### src/logic/sprites.hex
// Invader pattern, words 0 to 15, one row of 16 dots per word, bit 15 leftmost
0000
0180
03C0
07E0
0FF0
1DB8
3FFC
3FFC
0FF0
0C30
1818
300C
0000
0000
0000
0000
// Player pattern, words 16 to 31
0180
0180
03C0
03C0
07E0
07E0
3FFC
7FFE
7FFE
7FFE
FFFF
FFFF
FFFF
0000
0000
0000

### src/logic/invaders_pkg.sv
package invaders_pkg;

	// Screen positions and object coordinates share one width
	typedef logic [10:0] coord_t;
	typedef logic [7:0] rgb_t;

	// Code 1 is unused, the sound block decodes only these three
	typedef enum logic [1:0]
	{
		SOUND_FIRE  = 2'd0,
		SOUND_WOUND = 2'd2,
		SOUND_KILL  = 2'd3
	} sound_t;

	// Visible area of the raster
	localparam coord_t SCREEN_W = 11'd640;
	localparam coord_t SCREEN_H = 11'd480;

	// A sprite is stored as 16x16 dots and drawn with every dot doubled
	localparam coord_t SPRITE_SIZE = 11'd32;
	localparam int SPRITE_DOTS = 16;

	// Formation of 3 rows by 11 columns, one bit per invader, row 0 first
	localparam int INVADER_ROWS = 3;
	localparam int INVADER_COLS = 11;
	localparam int INVADER_COUNT = INVADER_ROWS * INVADER_COLS;
	localparam coord_t ROW_HEIGHT = 11'd30;
	localparam coord_t FORMATION_W = coord_t'(INVADER_COLS) * SPRITE_SIZE;
	localparam coord_t FORMATION_X_START = 11'd128;
	localparam coord_t FORMATION_X_MAX = SCREEN_W - FORMATION_W;
	localparam coord_t ROW_Y_FIRST = 11'd64;
	localparam coord_t ROW_PITCH = 11'd32;

	// Row code returned when a line lies in no invader band
	localparam logic [1:0] NO_ROW = 2'd3;

	// Player ship and its single bullet
	localparam coord_t PLAYER_Y = 11'd416;
	localparam coord_t PLAYER_X_START = 11'd320;
	localparam coord_t PLAYER_X_MAX = 11'd608;
	localparam coord_t BULLET_SIZE = 11'd4;
	localparam coord_t BULLET_STEP = 11'd4;
	localparam coord_t MUZZLE_DX = 11'd14;
	localparam coord_t MUZZLE_DY = 11'd8;

	localparam rgb_t COLOR_BACKGROUND = 8'h48;
	localparam rgb_t COLOR_WOUNDED = 8'h3C;
	localparam rgb_t COLOR_NULL = 8'h00;

	// Pattern select into the sprite ROM
	localparam logic SPRITE_INVADER = 1'b0;
	localparam logic SPRITE_PLAYER = 1'b1;

	// Top line of an invader row
	function automatic coord_t row_top(logic [1:0] row);
		return ROW_Y_FIRST + ROW_PITCH * coord_t'(row);
	endfunction

	// Finds the row whose inclusive band holds ypos, bands never overlap
	function automatic logic [1:0] row_at(coord_t ypos);
		logic [1:0] row;
		row = NO_ROW;
		for (int r = 0; r < INVADER_ROWS; r++)
		begin
			if (ypos >= row_top(2'(r)) && ypos <= row_top(2'(r)) + ROW_HEIGHT)
				row = 2'(r);
		end
		return row;
	endfunction

	// Bit position of invader (row, col) in the row-major state vectors
	function automatic logic [5:0] invader_index(logic [1:0] row, logic [3:0] col);
		return 6'(row * INVADER_COLS + col);
	endfunction

endpackage
### src/logic/invaders_top.sv
module invaders_top import invaders_pkg::*;
#(
	parameter int PLAYER_STEP = 1,
	parameter int MARCH_STEP = 1
)
(
	input logic clk,
	input logic reset,
	input coord_t x,
	input coord_t y,
	input logic btn_left,
	input logic btn_right,
	input logic btn_fire,
	input rgb_t sprite_color,
	output rgb_t rgb,
	output sound_t sound
);

	// One pulse per frame, taken from the raster origin
	logic frame_tick;

	// Ship state
	coord_t player_x;
	logic fire_req;

	// Bullet state
	logic bullet_active;
	coord_t bullet_x;
	coord_t bullet_y;

	// Formation state and the hit outcome of the current frame
	coord_t formation_x;
	logic [INVADER_COUNT-1:0] alive;
	logic [INVADER_COUNT-1:0] wounded;
	logic hit_wound;
	logic hit_kill;

	player_ship #(
		.PLAYER_STEP(PLAYER_STEP)
	) i_player (
		.clk(clk),
		.reset(reset),
		.frame_tick(frame_tick),
		.btn_left(btn_left),
		.btn_right(btn_right),
		.btn_fire(btn_fire),
		.player_x(player_x),
		.fire_req(fire_req)
	);

	bullet_unit i_bullet (
		.clk(clk),
		.reset(reset),
		.frame_tick(frame_tick),
		.fire_req(fire_req),
		.player_x(player_x),
		.hit_wound(hit_wound),
		.hit_kill(hit_kill),
		.bullet_active(bullet_active),
		.bullet_x(bullet_x),
		.bullet_y(bullet_y),
		.sound(sound)
	);

	invader_formation #(
		.MARCH_STEP(MARCH_STEP)
	) i_formation (
		.clk(clk),
		.reset(reset),
		.frame_tick(frame_tick),
		.bullet_active(bullet_active),
		.bullet_x(bullet_x),
		.bullet_y(bullet_y),
		.formation_x(formation_x),
		.alive(alive),
		.wounded(wounded),
		.hit_wound(hit_wound),
		.hit_kill(hit_kill)
	);

	pixel_renderer i_renderer (
		.clk(clk),
		.reset(reset),
		.x(x),
		.y(y),
		.sprite_color(sprite_color),
		.player_x(player_x),
		.bullet_active(bullet_active),
		.bullet_x(bullet_x),
		.bullet_y(bullet_y),
		.formation_x(formation_x),
		.alive(alive),
		.wounded(wounded),
		.frame_tick(frame_tick),
		.rgb(rgb)
	);

endmodule

### src/logic/pixel_renderer.sv
module pixel_renderer import invaders_pkg::*;
(
	input logic clk,
	input logic reset,
	input coord_t x,
	input coord_t y,
	input rgb_t sprite_color,
	input coord_t player_x,
	input logic bullet_active,
	input coord_t bullet_x,
	input coord_t bullet_y,
	input coord_t formation_x,
	input logic [INVADER_COUNT-1:0] alive,
	input logic [INVADER_COUNT-1:0] wounded,
	output logic frame_tick,
	output rgb_t rgb
);

	logic visible;

	logic [1:0] inv_row;
	coord_t inv_dx;
	coord_t inv_dy;
	logic [3:0] inv_col;
	logic [5:0] inv_idx;
	logic [3:0] inv_dot_row;
	logic [3:0] inv_dot_col;
	logic [15:0] inv_bits;
	logic inv_pix;
	rgb_t inv_color;

	coord_t ply_dx;
	coord_t ply_dy;
	logic [3:0] ply_dot_row;
	logic [3:0] ply_dot_col;
	logic [15:0] ply_bits;
	logic ply_pix;

	coord_t blt_dx;
	coord_t blt_dy;
	logic blt_pix;

	// The raster origin marks the start of a new frame
	assign frame_tick = (x == '0) && (y == '0);
	assign visible = (x < SCREEN_W) && (y < SCREEN_H);

	// The invader cell under the raster comes from the row band and the block offset
	assign inv_row = row_at(y);
	assign inv_dx = x - formation_x;
	assign inv_dy = y - row_top(inv_row);
	assign inv_col = 4'(inv_dx / SPRITE_SIZE);
	assign inv_idx = invader_index(inv_row, inv_col);

	// Each stored dot covers 2x2 screen pixels
	assign inv_dot_row = 4'(inv_dy >> 1);
	assign inv_dot_col = 4'((inv_dx % SPRITE_SIZE) >> 1);

	sprite_rom i_invader_rom (
		.sprite(SPRITE_INVADER),
		.row(inv_dot_row),
		.bits(inv_bits)
	);

	// Bit 15 of a pattern row is the leftmost dot
	assign inv_pix = inv_row != NO_ROW && x >= formation_x && inv_dx < FORMATION_W &&
		alive[inv_idx] && inv_bits[4'd15 - inv_dot_col];
	assign inv_color = wounded[inv_idx] ? COLOR_WOUNDED : sprite_color;

	// Ship box is a full 32x32 sprite at the fixed player line
	assign ply_dx = x - player_x;
	assign ply_dy = y - PLAYER_Y;
	assign ply_dot_row = 4'(ply_dy >> 1);
	assign ply_dot_col = 4'(ply_dx >> 1);

	sprite_rom i_player_rom (
		.sprite(SPRITE_PLAYER),
		.row(ply_dot_row),
		.bits(ply_bits)
	);

	assign ply_pix = x >= player_x && ply_dx < SPRITE_SIZE && y >= PLAYER_Y &&
		ply_dy < SPRITE_SIZE && ply_bits[4'd15 - ply_dot_col];

	// Bullet is a plain 4x4 square
	assign blt_dx = x - bullet_x;
	assign blt_dy = y - bullet_y;
	assign blt_pix = bullet_active && x >= bullet_x && blt_dx < BULLET_SIZE &&
		y >= bullet_y && blt_dy < BULLET_SIZE;

	// One register stage tests the highest layer first
	always_ff @(posedge clk)
	begin
		if (reset)
			rgb <= COLOR_NULL;
		else if (!visible)
			rgb <= COLOR_NULL;
		// Bullet and ship both take the sprite colour and sit above the formation
		else if (blt_pix || ply_pix)
			rgb <= sprite_color;
		else if (inv_pix)
			rgb <= inv_color;
		else
			rgb <= COLOR_BACKGROUND;
	end

endmodule

### src/logic/invader_formation.sv
module invader_formation import invaders_pkg::*;
#(
	parameter int MARCH_STEP = 1
)
(
	input logic clk,
	input logic reset,
	input logic frame_tick,
	input logic bullet_active,
	input coord_t bullet_x,
	input coord_t bullet_y,
	output coord_t formation_x,
	output logic [INVADER_COUNT-1:0] alive,
	output logic [INVADER_COUNT-1:0] wounded,
	output logic hit_wound,
	output logic hit_kill
);

	localparam coord_t STEP = coord_t'(MARCH_STEP);

	// Set while the block marches towards the right edge
	logic march_right;

	logic [1:0] hit_row;
	coord_t hit_dx;
	logic [3:0] hit_col;
	logic [5:0] hit_idx;
	logic hit_valid;

	// The row band under the bullet is NO_ROW when it lies between or outside the rows
	assign hit_row = row_at(bullet_y);

	// Column is the bullet offset inside the block in cells of 32 pixels
	assign hit_dx = bullet_x - formation_x;
	assign hit_col = 4'(hit_dx / SPRITE_SIZE);
	assign hit_idx = invader_index(hit_row, hit_col);

	// Dead cells let the bullet through, and the test only counts at the frame tick
	assign hit_valid = frame_tick && bullet_active && hit_row != NO_ROW &&
		bullet_x >= formation_x && hit_dx < FORMATION_W && alive[hit_idx];

	// First hit wounds and a second hit on the same invader kills it
	assign hit_wound = hit_valid && !wounded[hit_idx];
	assign hit_kill = hit_valid && wounded[hit_idx];

	always_ff @(posedge clk)
	begin
		if (reset)
		begin
			alive <= '1;
			wounded <= '0;
			formation_x <= FORMATION_X_START;
			march_right <= 1'b0;
		end
		else if (frame_tick)
		begin
			if (hit_wound)
				wounded[hit_idx] <= 1'b1;
			if (hit_kill)
				alive[hit_idx] <= 1'b0;

			// Reaching an edge costs one frame in place while the direction turns
			if (!march_right)
			begin
				if (formation_x == '0)
					march_right <= 1'b1;
				else if (formation_x < STEP)
					formation_x <= '0;
				else
					formation_x <= formation_x - STEP;
			end
			else
			begin
				if (formation_x == FORMATION_X_MAX)
					march_right <= 1'b0;
				// Last step is shortened to land exactly on the right edge
				else if (FORMATION_X_MAX - formation_x < STEP)
					formation_x <= FORMATION_X_MAX;
				else
					formation_x <= formation_x + STEP;
			end
		end
	end

	// The whole block stays inside the visible width
	a_formation_on_screen: assert property (@(posedge clk) disable iff (reset)
		formation_x <= FORMATION_X_MAX);

	// One bullet strikes one invader, so a hit frame flips exactly one wounded or alive bit
	a_single_outcome: assert property (@(posedge clk) disable iff (reset)
		(hit_wound || hit_kill) |=>
		$countones({alive ^ $past(alive), wounded ^ $past(wounded)}) == 1);

endmodule

### src/logic/bullet_unit.sv
module bullet_unit import invaders_pkg::*;
(
	input logic clk,
	input logic reset,
	input logic frame_tick,
	input logic fire_req,
	input coord_t player_x,
	input logic hit_wound,
	input logic hit_kill,
	output logic bullet_active,
	output coord_t bullet_x,
	output coord_t bullet_y,
	output sound_t sound
);

	// Flight control and the sound code
	always_ff @(posedge clk)
	begin
		if (reset)
		begin
			bullet_active <= 1'b0;
			sound <= SOUND_FIRE;
		end
		else
		begin
			if (frame_tick && bullet_active)
			begin
				// A hit in this frame consumes the bullet
				if (hit_wound || hit_kill)
					bullet_active <= 1'b0;
				// Leaves through the top once another step would pass row 0
				else if (bullet_y < BULLET_STEP)
					bullet_active <= 1'b0;
			end
			if (hit_wound)
				sound <= SOUND_WOUND;
			if (hit_kill)
				sound <= SOUND_KILL;
			// Only one bullet may fly, so a request during flight is dropped
			if (fire_req && !bullet_active)
			begin
				bullet_active <= 1'b1;
				sound <= SOUND_FIRE;
			end
		end
	end

	// Position registers are only meaningful while the bullet is active
	always_ff @(posedge clk)
	begin
		if (frame_tick && bullet_active && bullet_y >= BULLET_STEP)
			bullet_y <= bullet_y - BULLET_STEP;
		// fire_req follows the frame tick by one cycle, so the ship has already taken its step
		if (fire_req && !bullet_active)
		begin
			bullet_x <= player_x + MUZZLE_DX;
			bullet_y <= PLAYER_Y - MUZZLE_DY;
		end
	end

	// A hit is only reported for a bullet in flight and it ends that flight on the same edge
	a_hit_needs_bullet: assert property (@(posedge clk) disable iff (reset)
		(hit_wound || hit_kill) |=> $past(bullet_active) && !bullet_active);

endmodule

### src/logic/player_ship.sv
module player_ship import invaders_pkg::*;
#(
	parameter int PLAYER_STEP = 1
)
(
	input logic clk,
	input logic reset,
	input logic frame_tick,
	input logic btn_left,
	input logic btn_right,
	input logic btn_fire,
	output coord_t player_x,
	output logic fire_req
);

	localparam coord_t STEP = coord_t'(PLAYER_STEP);

	always_ff @(posedge clk)
	begin
		if (reset)
		begin
			player_x <= PLAYER_X_START;
			fire_req <= 1'b0;
		end
		else
		begin
			// The fire button is sampled once per frame and handed on as a single pulse
			fire_req <= frame_tick && btn_fire;
			if (frame_tick)
			begin
				// Left keeps the ship clear of column 0
				if (btn_left && player_x > STEP)
					player_x <= player_x - STEP;
				// Right is tested second, so it wins when both buttons are held
				if (btn_right && player_x < PLAYER_X_MAX)
				begin
					// A step larger than the gap lands the ship on the right edge
					if (PLAYER_X_MAX - player_x < STEP)
						player_x <= PLAYER_X_MAX;
					else
						player_x <= player_x + STEP;
				end
			end
		end
	end

	// The ship is 32 pixels wide and must stay on screen
	a_player_on_screen: assert property (@(posedge clk) disable iff (reset)
		player_x <= PLAYER_X_MAX);

endmodule

### src/logic/sprite_rom.sv
module sprite_rom import invaders_pkg::*;
(
	input logic sprite,
	input logic [3:0] row,
	output logic [15:0] bits
);

	// Invader pattern in words 0 to 15, player pattern in words 16 to 31
	logic [SPRITE_DOTS-1:0] patterns [0:2*SPRITE_DOTS-1];

	initial
	begin
		$readmemh("/design/src/logic/sprites.hex", patterns);
	end

	// Sprite select is the top address bit
	assign bits = patterns[{sprite, row}];

endmodule

### config.mk
export PLATFORM = sky130hd
export DESIGN_NAME = invaders_top
export DESIGN_NICKNAME = d
export VERILOG_FILES = /design/src/logic/invaders_pkg.sv /design/src/logic/invaders_top.sv /design/src/logic/pixel_renderer.sv /design/src/logic/invader_formation.sv /design/src/logic/bullet_unit.sv /design/src/logic/player_ship.sv /design/src/logic/sprite_rom.sv
export SDC_FILE = /design/constraint.sdc
export NUM_CORES = 1
export LEC_CHECK = 0
export BUFFER_PORTS_ARGS = -buffer_cell sky130_fd_sc_hd__buf_2
export CORE_ASPECT_RATIO = 0.8
export CORE_MARGIN = 1
export CORE_UTILIZATION = 40
export CTS_BUF_LIST = sky130_fd_sc_hd__clkbuf_8
export DETAILED_ROUTE_END_ITERATION = 10
export RECOVER_POWER = 50
export SLEW_MARGIN = 20
export SYNTH_ARGS = -nofsm -noshare
export SYNTH_HDL_FRONTEND = slang
export SYNTH_HIERARCHICAL = 1
export SYNTH_SLANG_ARGS = --single-unit
### constraint.sdc
create_clock -name clk -period 5.71 [get_ports clk]
set_input_delay 0.8565 -clock clk [delete_from_list [all_inputs] [get_ports clk]]
set_output_delay 0.8565 -clock clk [all_outputs]
set_load 0.02 [all_outputs]
==> run summary, run 1 <==
status - finished clean
DP Area - 11,600 um2
post-route cell area - 12,000 um2
worst-case clock skew - 0.0159 ns
gr ovfl total - 0
worst hold path startpoint - i_formation/wounded[15]
crit-path max FO - 7
vias in the first global route - 9,558
Final Slew Violations - 0
Fmax - 186 MHz
Lkg Pwr - 4.49 nW
share of layout cells above drive strength 1 - 11.1%
CP max stage cell - xor2_1
CP Launch Type - primary input
diode count - 0
largest net degree at the start of global routing - 68
Antenna Nets Post-Route - 0
Syn-to-layout area delta - 7.44%
Max Cap Viol - 0
Critical Path RT - 5.99 ns
Max transition margin - 25.5%
Pre-antenna DRT Iters - 6
pre-CTS setup slack - 0.180 ns
endpoints failing hold - 0
clock-pin slew of the registers on the worst-case setup and hold paths - 0.08 ns
Final min period - 5.36 ns
Die ar. - 28,600 um2
TritonCTS clock tree - yes
Power Density - 170 nW/um2
WS Path Type - in2reg
Placer Congestion - 0.874
maximum vdd drop - 0.000159 V
# setup viols final - 0
post-CTS setup repair buffer count - 0
total negative slack - 0 ns
Final WS setup - 0.348 ns
Max clock buf depth - 2
Starting Density - 40.8%
Top Ports - 45
cell area after synthesis - 11,200 um2
CP Capture Type - flop
RSZ-0062 raised after global routing - no
Die Width - 189 um
Via density - 5.96
initial DRC count - 934
DRC - 0
most frequent cell on the critical path - fa_1
crit path from - x[0]
Synth Instances - 1,359
clk root buf - clkbuf_8
GR Util All Layers - 22.8%
Routed WL per cell - 18.3 um
dpl hpwl - 24,300 um
# nets final - 1,500
Avg Synthesized Cell Area - 8.22 um2
R2R Path Start - i_formation/formation_x[1]
first-pass GRT wire length - 51,500 um
initial antenna violation count - 1
Vias - 10,460
CTS buffer count - 17
Worst-Margin Slew - 1.11 ns
final WL - 32,200 um
final cycle utilization of the critical path - 93.9%
arrival time worst endpoint - 5.65 ns
later-pin clock latency in the skew report - 0.46 ns
Port Buffers - 44
worst min-delay path class - reg2reg
chip height - 151 um
row count - 54
area of the core - 27,400 um2
CP peak stage delay - 0.75 ns
CTS Sinks - 121
htree depth - 4
critical path, cell by cell - buf_2 -> inv_1 -> ha_1 -> inv_1 -> fa_1 -> nand3_1 -> a21oi_1 -> nor4_1 -> a311o_1 -> fa_1 -> ha_1 -> fa_1 -> xor2_1 -> mux4_2 -> mux2_1 -> o2bb2ai_2 -> nand3_1 -> a221oi_1
synth warn - 6
[final timing paths]
kind	end	slack [ns]	cells after the start
setup reg to reg	i_bullet/sound[0]	0.37	22
hold / removal	i_formation/wounded[15]	0.48	2
setup / recovery	i_renderer/rgb[5]	0.35	18
hold reg to reg	i_formation/wounded[15]	0.48	2
[state kept, by name (all words and copies together) (netlist names)]
| register | count |
|---|---|
| i_formation/march_right | 1 |
| i_bullet/bullet_x | 11 |
| i_bullet/bullet_active | 1 |
| i_player/player_x | 11 |
| i_bullet/sound | 2 |
| i_renderer/rgb | 8 |
| i_bullet/bullet_y | 9 |
| i_player/fire_req | 1 |
| i_formation/alive | 33 |
| i_formation/formation_x | 11 |
| i_formation/wounded | 33 |
[cells in the final DEF, fill, tap and decap left out, types with 13 or more instances in the layout]
master,count
nand3_1,37
nor4_1,25
mux4_2,30
nor2_1,102
clkbuf_8,17
xnor2_1,24
nor2b_1,22
mux2i_1,17
nand2_1,104
nand4_1,13
buf_4,25
buf_2,33
and3_1,18
o211ai_1,16
conb_1,34
a21o_1,16
ha_1,80
dfxtp_1,110
nor3_1,40
a31oi_1,45
o21ai_0,49
xor2_1,17
o2bb2ai_1,18
nand2b_1,20
inv_1,118
a21oi_1,70
clkbuf_1,13
o22ai_1,23
[final cells by class]
type / count / area (um2)
Sequential cell: 121 / 2530
Fill cell: 2763 / 15400
Clock buffer: 17 / 234
Multi-Input combinational cell: 1047 / 7720
Tap cell: 364 / 455
Timing Repair Buffer: 72 / 422
Inverter: 120 / 450
Clock inverter: 15 / 190
[repair_timing]
| item | in CTS | in global routing |
|---|---|---|
| endpoints found under the setup margin | 0 | 27 |
| resized for setup | 0 | 2 |
| hold endpoints to repair | 0 | 0 |
| hold buffers | 0 | 0 |
[routing by layer]
layer,vias up,track usage [%],share of wire (%)
met5,-,0,0
met4,0,5.24,1.3
met3,25,3.78,8.5
met2,418,33.6,41
met1,4971,34.4,50
li1,5046,-,-
[power by group]
| part | leakage [nW] | internal [W] | switching [W] | total [W] |
|---|---|---|---|---|
| combinational | 3.29 | 0.000136 | 0.000201 | 0.000336 |
| sequential | 0.984 | 0.000854 | 0.0000000727 | 0.000854 |
| clock | 0.219 | 0.000442 | 0.000411 | 0.000853 |
| total | 4.49 | 0.00143 | 0.000612 | 0.00204 |
[worst max-delay path, delay by kind of cell]
family	cells	cell delay (ns)
buffers and inverters	3	0.24
AO/OA/AOI/OAI	4	0.95
multiplexers	2	0.99
adder cells (fa/ha/maj)	5	1.54
AND/OR/NAND/NOR	3	0.33
XOR/XNOR	1	0.75
[stage by stage]
step / instances / power [W] / hold WS [ns] / util [%]
5_1_grt: 1756 / 0.00213 / 0.501 / 43.9
6_report: 1756 / 0.00204 / 0.481 / 43.9
4_1_cts: 1756 / 0.00206 / 0.483 / 44.0
2_1_floorplan: 1390 / 0.00113 / 0.440 / -
3_3_place_gp: 1723 / 0.00120 / 0.465 / 42.4
3_5_place_dp: 1724 / 0.00120 / 0.471 / 42.4
No activity file was read; power rests on OpenSTA's default activity.
==> run 2, diff against run 1 <==
--- a/config.mk
+++ b/config.mk
@@ -8,7 +8,7 @@
 export BUFFER_PORTS_ARGS = -buffer_cell sky130_fd_sc_hd__buf_2
 export CORE_ASPECT_RATIO = 0.8
 export CORE_MARGIN = 1
-export CORE_UTILIZATION = 40
+export CORE_UTILIZATION = 48
 export CTS_BUF_LIST = sky130_fd_sc_hd__clkbuf_8
 export DETAILED_ROUTE_END_ITERATION = 10
 export RECOVER_POWER = 50
==> constraint.sdc (replaced) <==
create_clock -name clk -period 5.7 [get_ports clk]
set_input_delay 0.855 -clock clk [delete_from_list [all_inputs] [get_ports clk]]
set_output_delay 0.855 -clock clk [all_outputs]
set_load 0.02 [all_outputs]
==> run summary, run 2 (synthesis gave the netlist of run 1 again) <==
Syn-to-layout area delta - 6.28% (was 7.44%)
chip height - 138 um (was 151 um)
status - finished clean (unchanged)
Die ar. - 23,900 um2 (was 28,600 um2)
reg2reg end - i_bullet/bullet_active (was i_bullet/sound[0])
clock share of power - 40.1% (was 41.7%)
diode count - 0 (unchanged)
dpl hpwl - 24,400 um (was 24,300 um)
Top Ports - 45 (unchanged)
post-CTS setup repair buffer count - 0 (unchanged)
row count - 49 (was 54)
initial antenna violation count - 0 (was 1)
gr ovfl total - 0 (unchanged)
Final Slew Violations - 0 (unchanged)
CP Launch Type - flop (was primary input)
initial DRC count - 1,064 (was 934)
hold endpoint - i_formation/wounded[0] (was i_formation/wounded[15])
sw power - 0.000606 W (was 0.000612 W)
Finished Core Util - 52.5% (was 43.9%)
setup slack, reg-to-reg - 0.34 ns (was 0.37 ns)
most frequent cells in the layout - 119 x inv_1, 110 x dfxtp_1, 104 x nand2_1, 102 x nor2_1, 80 x ha_1 (was 118 x inv_1, 110 x dfxtp_1, 104 x nand2_1, 102 x nor2_1, 80 x ha_1)
endpoints failing hold - 0 (unchanged)
CTS buffer count - 17 (unchanged)
Final min period - 5.36 ns
Routed WL per cell - 19.2 um (was 18.3 um)
most frequent cell on the critical path - inv_1 (was fa_1)
Worst-Margin Slew - 1.00 ns (was 1.11 ns)
maximum vdd drop - 0.000141 V (was 0.000159 V)
R2R cell count - 22 (unchanged)
Sw Share - 30.3% (was 29.9%)
CTS hold repair buffers - 0 (unchanged)
Starting Density - 49.4% (was 40.8%)
# nets final - 1,499 (was 1,500)
Max Cap Viol - 0 (unchanged)
area of the core - 22,600 um2 (was 27,400 um2)
DRC - 0 (unchanged)
most common cell after layout, fill and taps aside - inv_1 (unchanged)
met1 usage in global routing - 42.7% (was 34.4%)
Max clock buf depth - 2 (unchanged)
number of gates resized after cts - 0 (unchanged)
worst hold path startpoint - i_formation/wounded[0] (was i_formation/wounded[15])
CP Capture Type - flop (unchanged)
Fmax - 187 MHz
htree depth - 4 (unchanged)
WHS Path Cells - 2 (unchanged)
final WL - 32,500 um (was 32,200 um)
WS Path Type - reg2reg (was in2reg)
RSZ-0062 raised after global routing - no (unchanged)
Crit path buffers/inverters - 4 (was 3)
Pre-antenna DRT Iters - 5 (was 6)
Die Width - 173 um (was 189 um)
R2R Path Start - i_formation/formation_x[1] (unchanged)
Power Density - 168 nW/um2 (was 170 nW/um2)
critical path, cell by cell - inv_1 -> ha_1 -> nor2b_1 -> o21ai_0 -> nand2_1 -> a21o_1 -> xnor2_1 -> fa_1 -> inv_1 -> ha_1 -> inv_1 -> fa_1 -> mux4_2 -> mux4_2 -> and3b_1 -> a221oi_2 -> o21bai_1 -> a2111oi_4 -> buf_12 -> a311oi_1 -> nor2_1 -> nor3_1 (was buf_2 -> inv_1 -> ha_1 -> inv_1 -> fa_1 -> nand3_1 -> a21oi_1 -> nor4_1 -> a311o_1 -> fa_1 -> ha_1 -> fa_1 -> xor2_1 -> mux4_2 -> mux2_1 -> o2bb2ai_2 -> nand3_1 -> a221oi_1)
CTS Sinks - 121 (unchanged)
worst min-delay path class - reg2reg (unchanged)
clock-pin slew of the registers on the worst-case setup and hold paths - 0.08 ns (about the same)
Regs by FF count - i_formation/alive: 33 flops, i_formation/wounded: 33 flops (unchanged)
largest net degree at the start of global routing - 37 (was 68)
share of layout cells above drive strength 1 - 10.7% (was 11.1%)
Placer Congestion - 0.908 (was 0.874)
CP delay by family, top - adder cells (unchanged)
vias in the first global route - 9,222 (was 9,558)
first-pass GRT wire length - 51,400 um (was 51,500 um)
Critical Path RT - 6.08 ns (was 5.99 ns)
met3 GRT Util - 6.49% (was 3.78%)
CP max stage cell - fa_1 (was xor2_1)
Lkg Pwr - 4.46 nW (was 4.49 nW)
Port Buffers - 44 (unchanged)
later-pin clock latency in the skew report - 0.45 ns (was 0.46 ns)
Logic pwr share - 17.1% (was 16.5%)
final cycle utilization of the critical path - 94.0%
# setup viols final - 0 (unchanged)
GR Util All Layers - 27.0% (was 22.8%)
Vias - 10,574 (was 10,460)
clk root buf - clkbuf_8 (unchanged)
crit-path max FO - 36 (was 7)
arrival time worst endpoint - 5.74 ns (was 5.65 ns)
Max transition margin - 32.9% (was 25.5%)
global routing's busiest layer - met1 (unchanged)
TritonCTS clock tree - yes (unchanged)
CP peak stage delay - 0.63 ns (was 0.75 ns)
met2 usage - 36.3% (was 33.6%)
total negative slack - 0 ns (unchanged)
Sequential Power Share - 42.8% (was 41.8%)
Pint - 0.00139 W (was 0.00143 W)
Via density - 6.23 (was 5.96)
Antenna Nets Post-Route - 0 (unchanged)
worst-case clock skew - 0.0153 ns (was 0.0159 ns)
## run 2: metal layers
layer | up-vias | wire length, um
met3 | 23 | 2970
met4 | 0 | 291
met5 | - | 0
li1 | 5052 | -
met1 | 5021 | 16300
met2 | 478 | 13000
## run 2: worst max-delay path by stage
stage                               start                endpoint  slack (ns)  cells past startpoint
2_1_floorplan  i_formation/formation_x[3]  i_bullet/bullet_active        0.43                     24
3_3_place_gp                         x[0]       i_renderer/rgb[2]        0.15                     17
3_5_place_dp                         x[0]       i_renderer/rgb[4]        0.13                     17
4_1_cts        i_formation/formation_x[1]  i_bullet/bullet_active        0.41                     22
5_1_grt        i_formation/formation_x[1]       i_bullet/sound[0]        0.07                     22
6_report       i_formation/formation_x[1]  i_bullet/bullet_active        0.34                     22
## run 2: worst register-to-register path, cell delays in order (launching register included)
cell	delay, ns
dfxtp_1	0.46
inv_1	0.12
ha_1	0.28
nor2b_1	0.16
o21ai_0	0.23
nand2_1	0.14
a21o_1	0.21
xnor2_1	0.16
fa_1	0.43
inv_1	0.06
ha_1	0.16
inv_1	0.05
fa_1	0.64
mux4_2	0.35
mux4_2	0.47
and3b_1	0.20
a221oi_2	0.16
o21bai_1	0.21
a2111oi_4	0.10
buf_12	0.22
a311oi_1	0.25
nor2_1	0.07
nor3_1	0.15
## run 2: cell type report
| class | count | area, um2 |
|---|---|---|
| Inverter | 120 | 450 |
| Timing Repair Buffer | 71 | 407 |
| Sequential cell | 121 | 2530 |
| Multi-Input combinational cell | 1047 | 7710 |
| Fill cell | 2209 | 10700 |
| Tap cell | 306 | 383 |
| Clock buffer | 18 | 248 |
| Clock inverter | 14 | 146 |
## run 2: power groups by stage
stage / combinational (W) / clock (W) / sequential (W)
2_1_floorplan: 0.000260 / 0 / 0.000876
3_3_place_gp: 0.000328 / 0 / 0.000875
3_5_place_dp: 0.000331 / 0 / 0.000876
4_1_cts: 0.000332 / 0.000822 / 0.000855
5_1_grt: 0.000370 / 0.000864 / 0.000856
6_report: 0.000341 / 0.000802 / 0.000855
## run 2: metrics by stage
| stage | power (W) | std cells | hold WS, ns | setup WS [ns] | instance area (um2) |
|---|---|---|---|---|---|
| 6_report | 0.00200 | 1697 | 0.487 | 0.343 | 11900 |
| 5_1_grt | 0.00209 | 1697 | 0.511 | 0.0744 | 11900 |
| 4_1_cts | 0.00201 | 1697 | 0.485 | 0.414 | 11900 |
| 3_5_place_dp | 0.00121 | 1665 | 0.473 | 0.130 | 11500 |
| 3_3_place_gp | 0.00120 | 1665 | 0.469 | 0.149 | 11500 |
| 2_1_floorplan | 0.00114 | 1390 | 0.440 | 0.427 | 11300 |
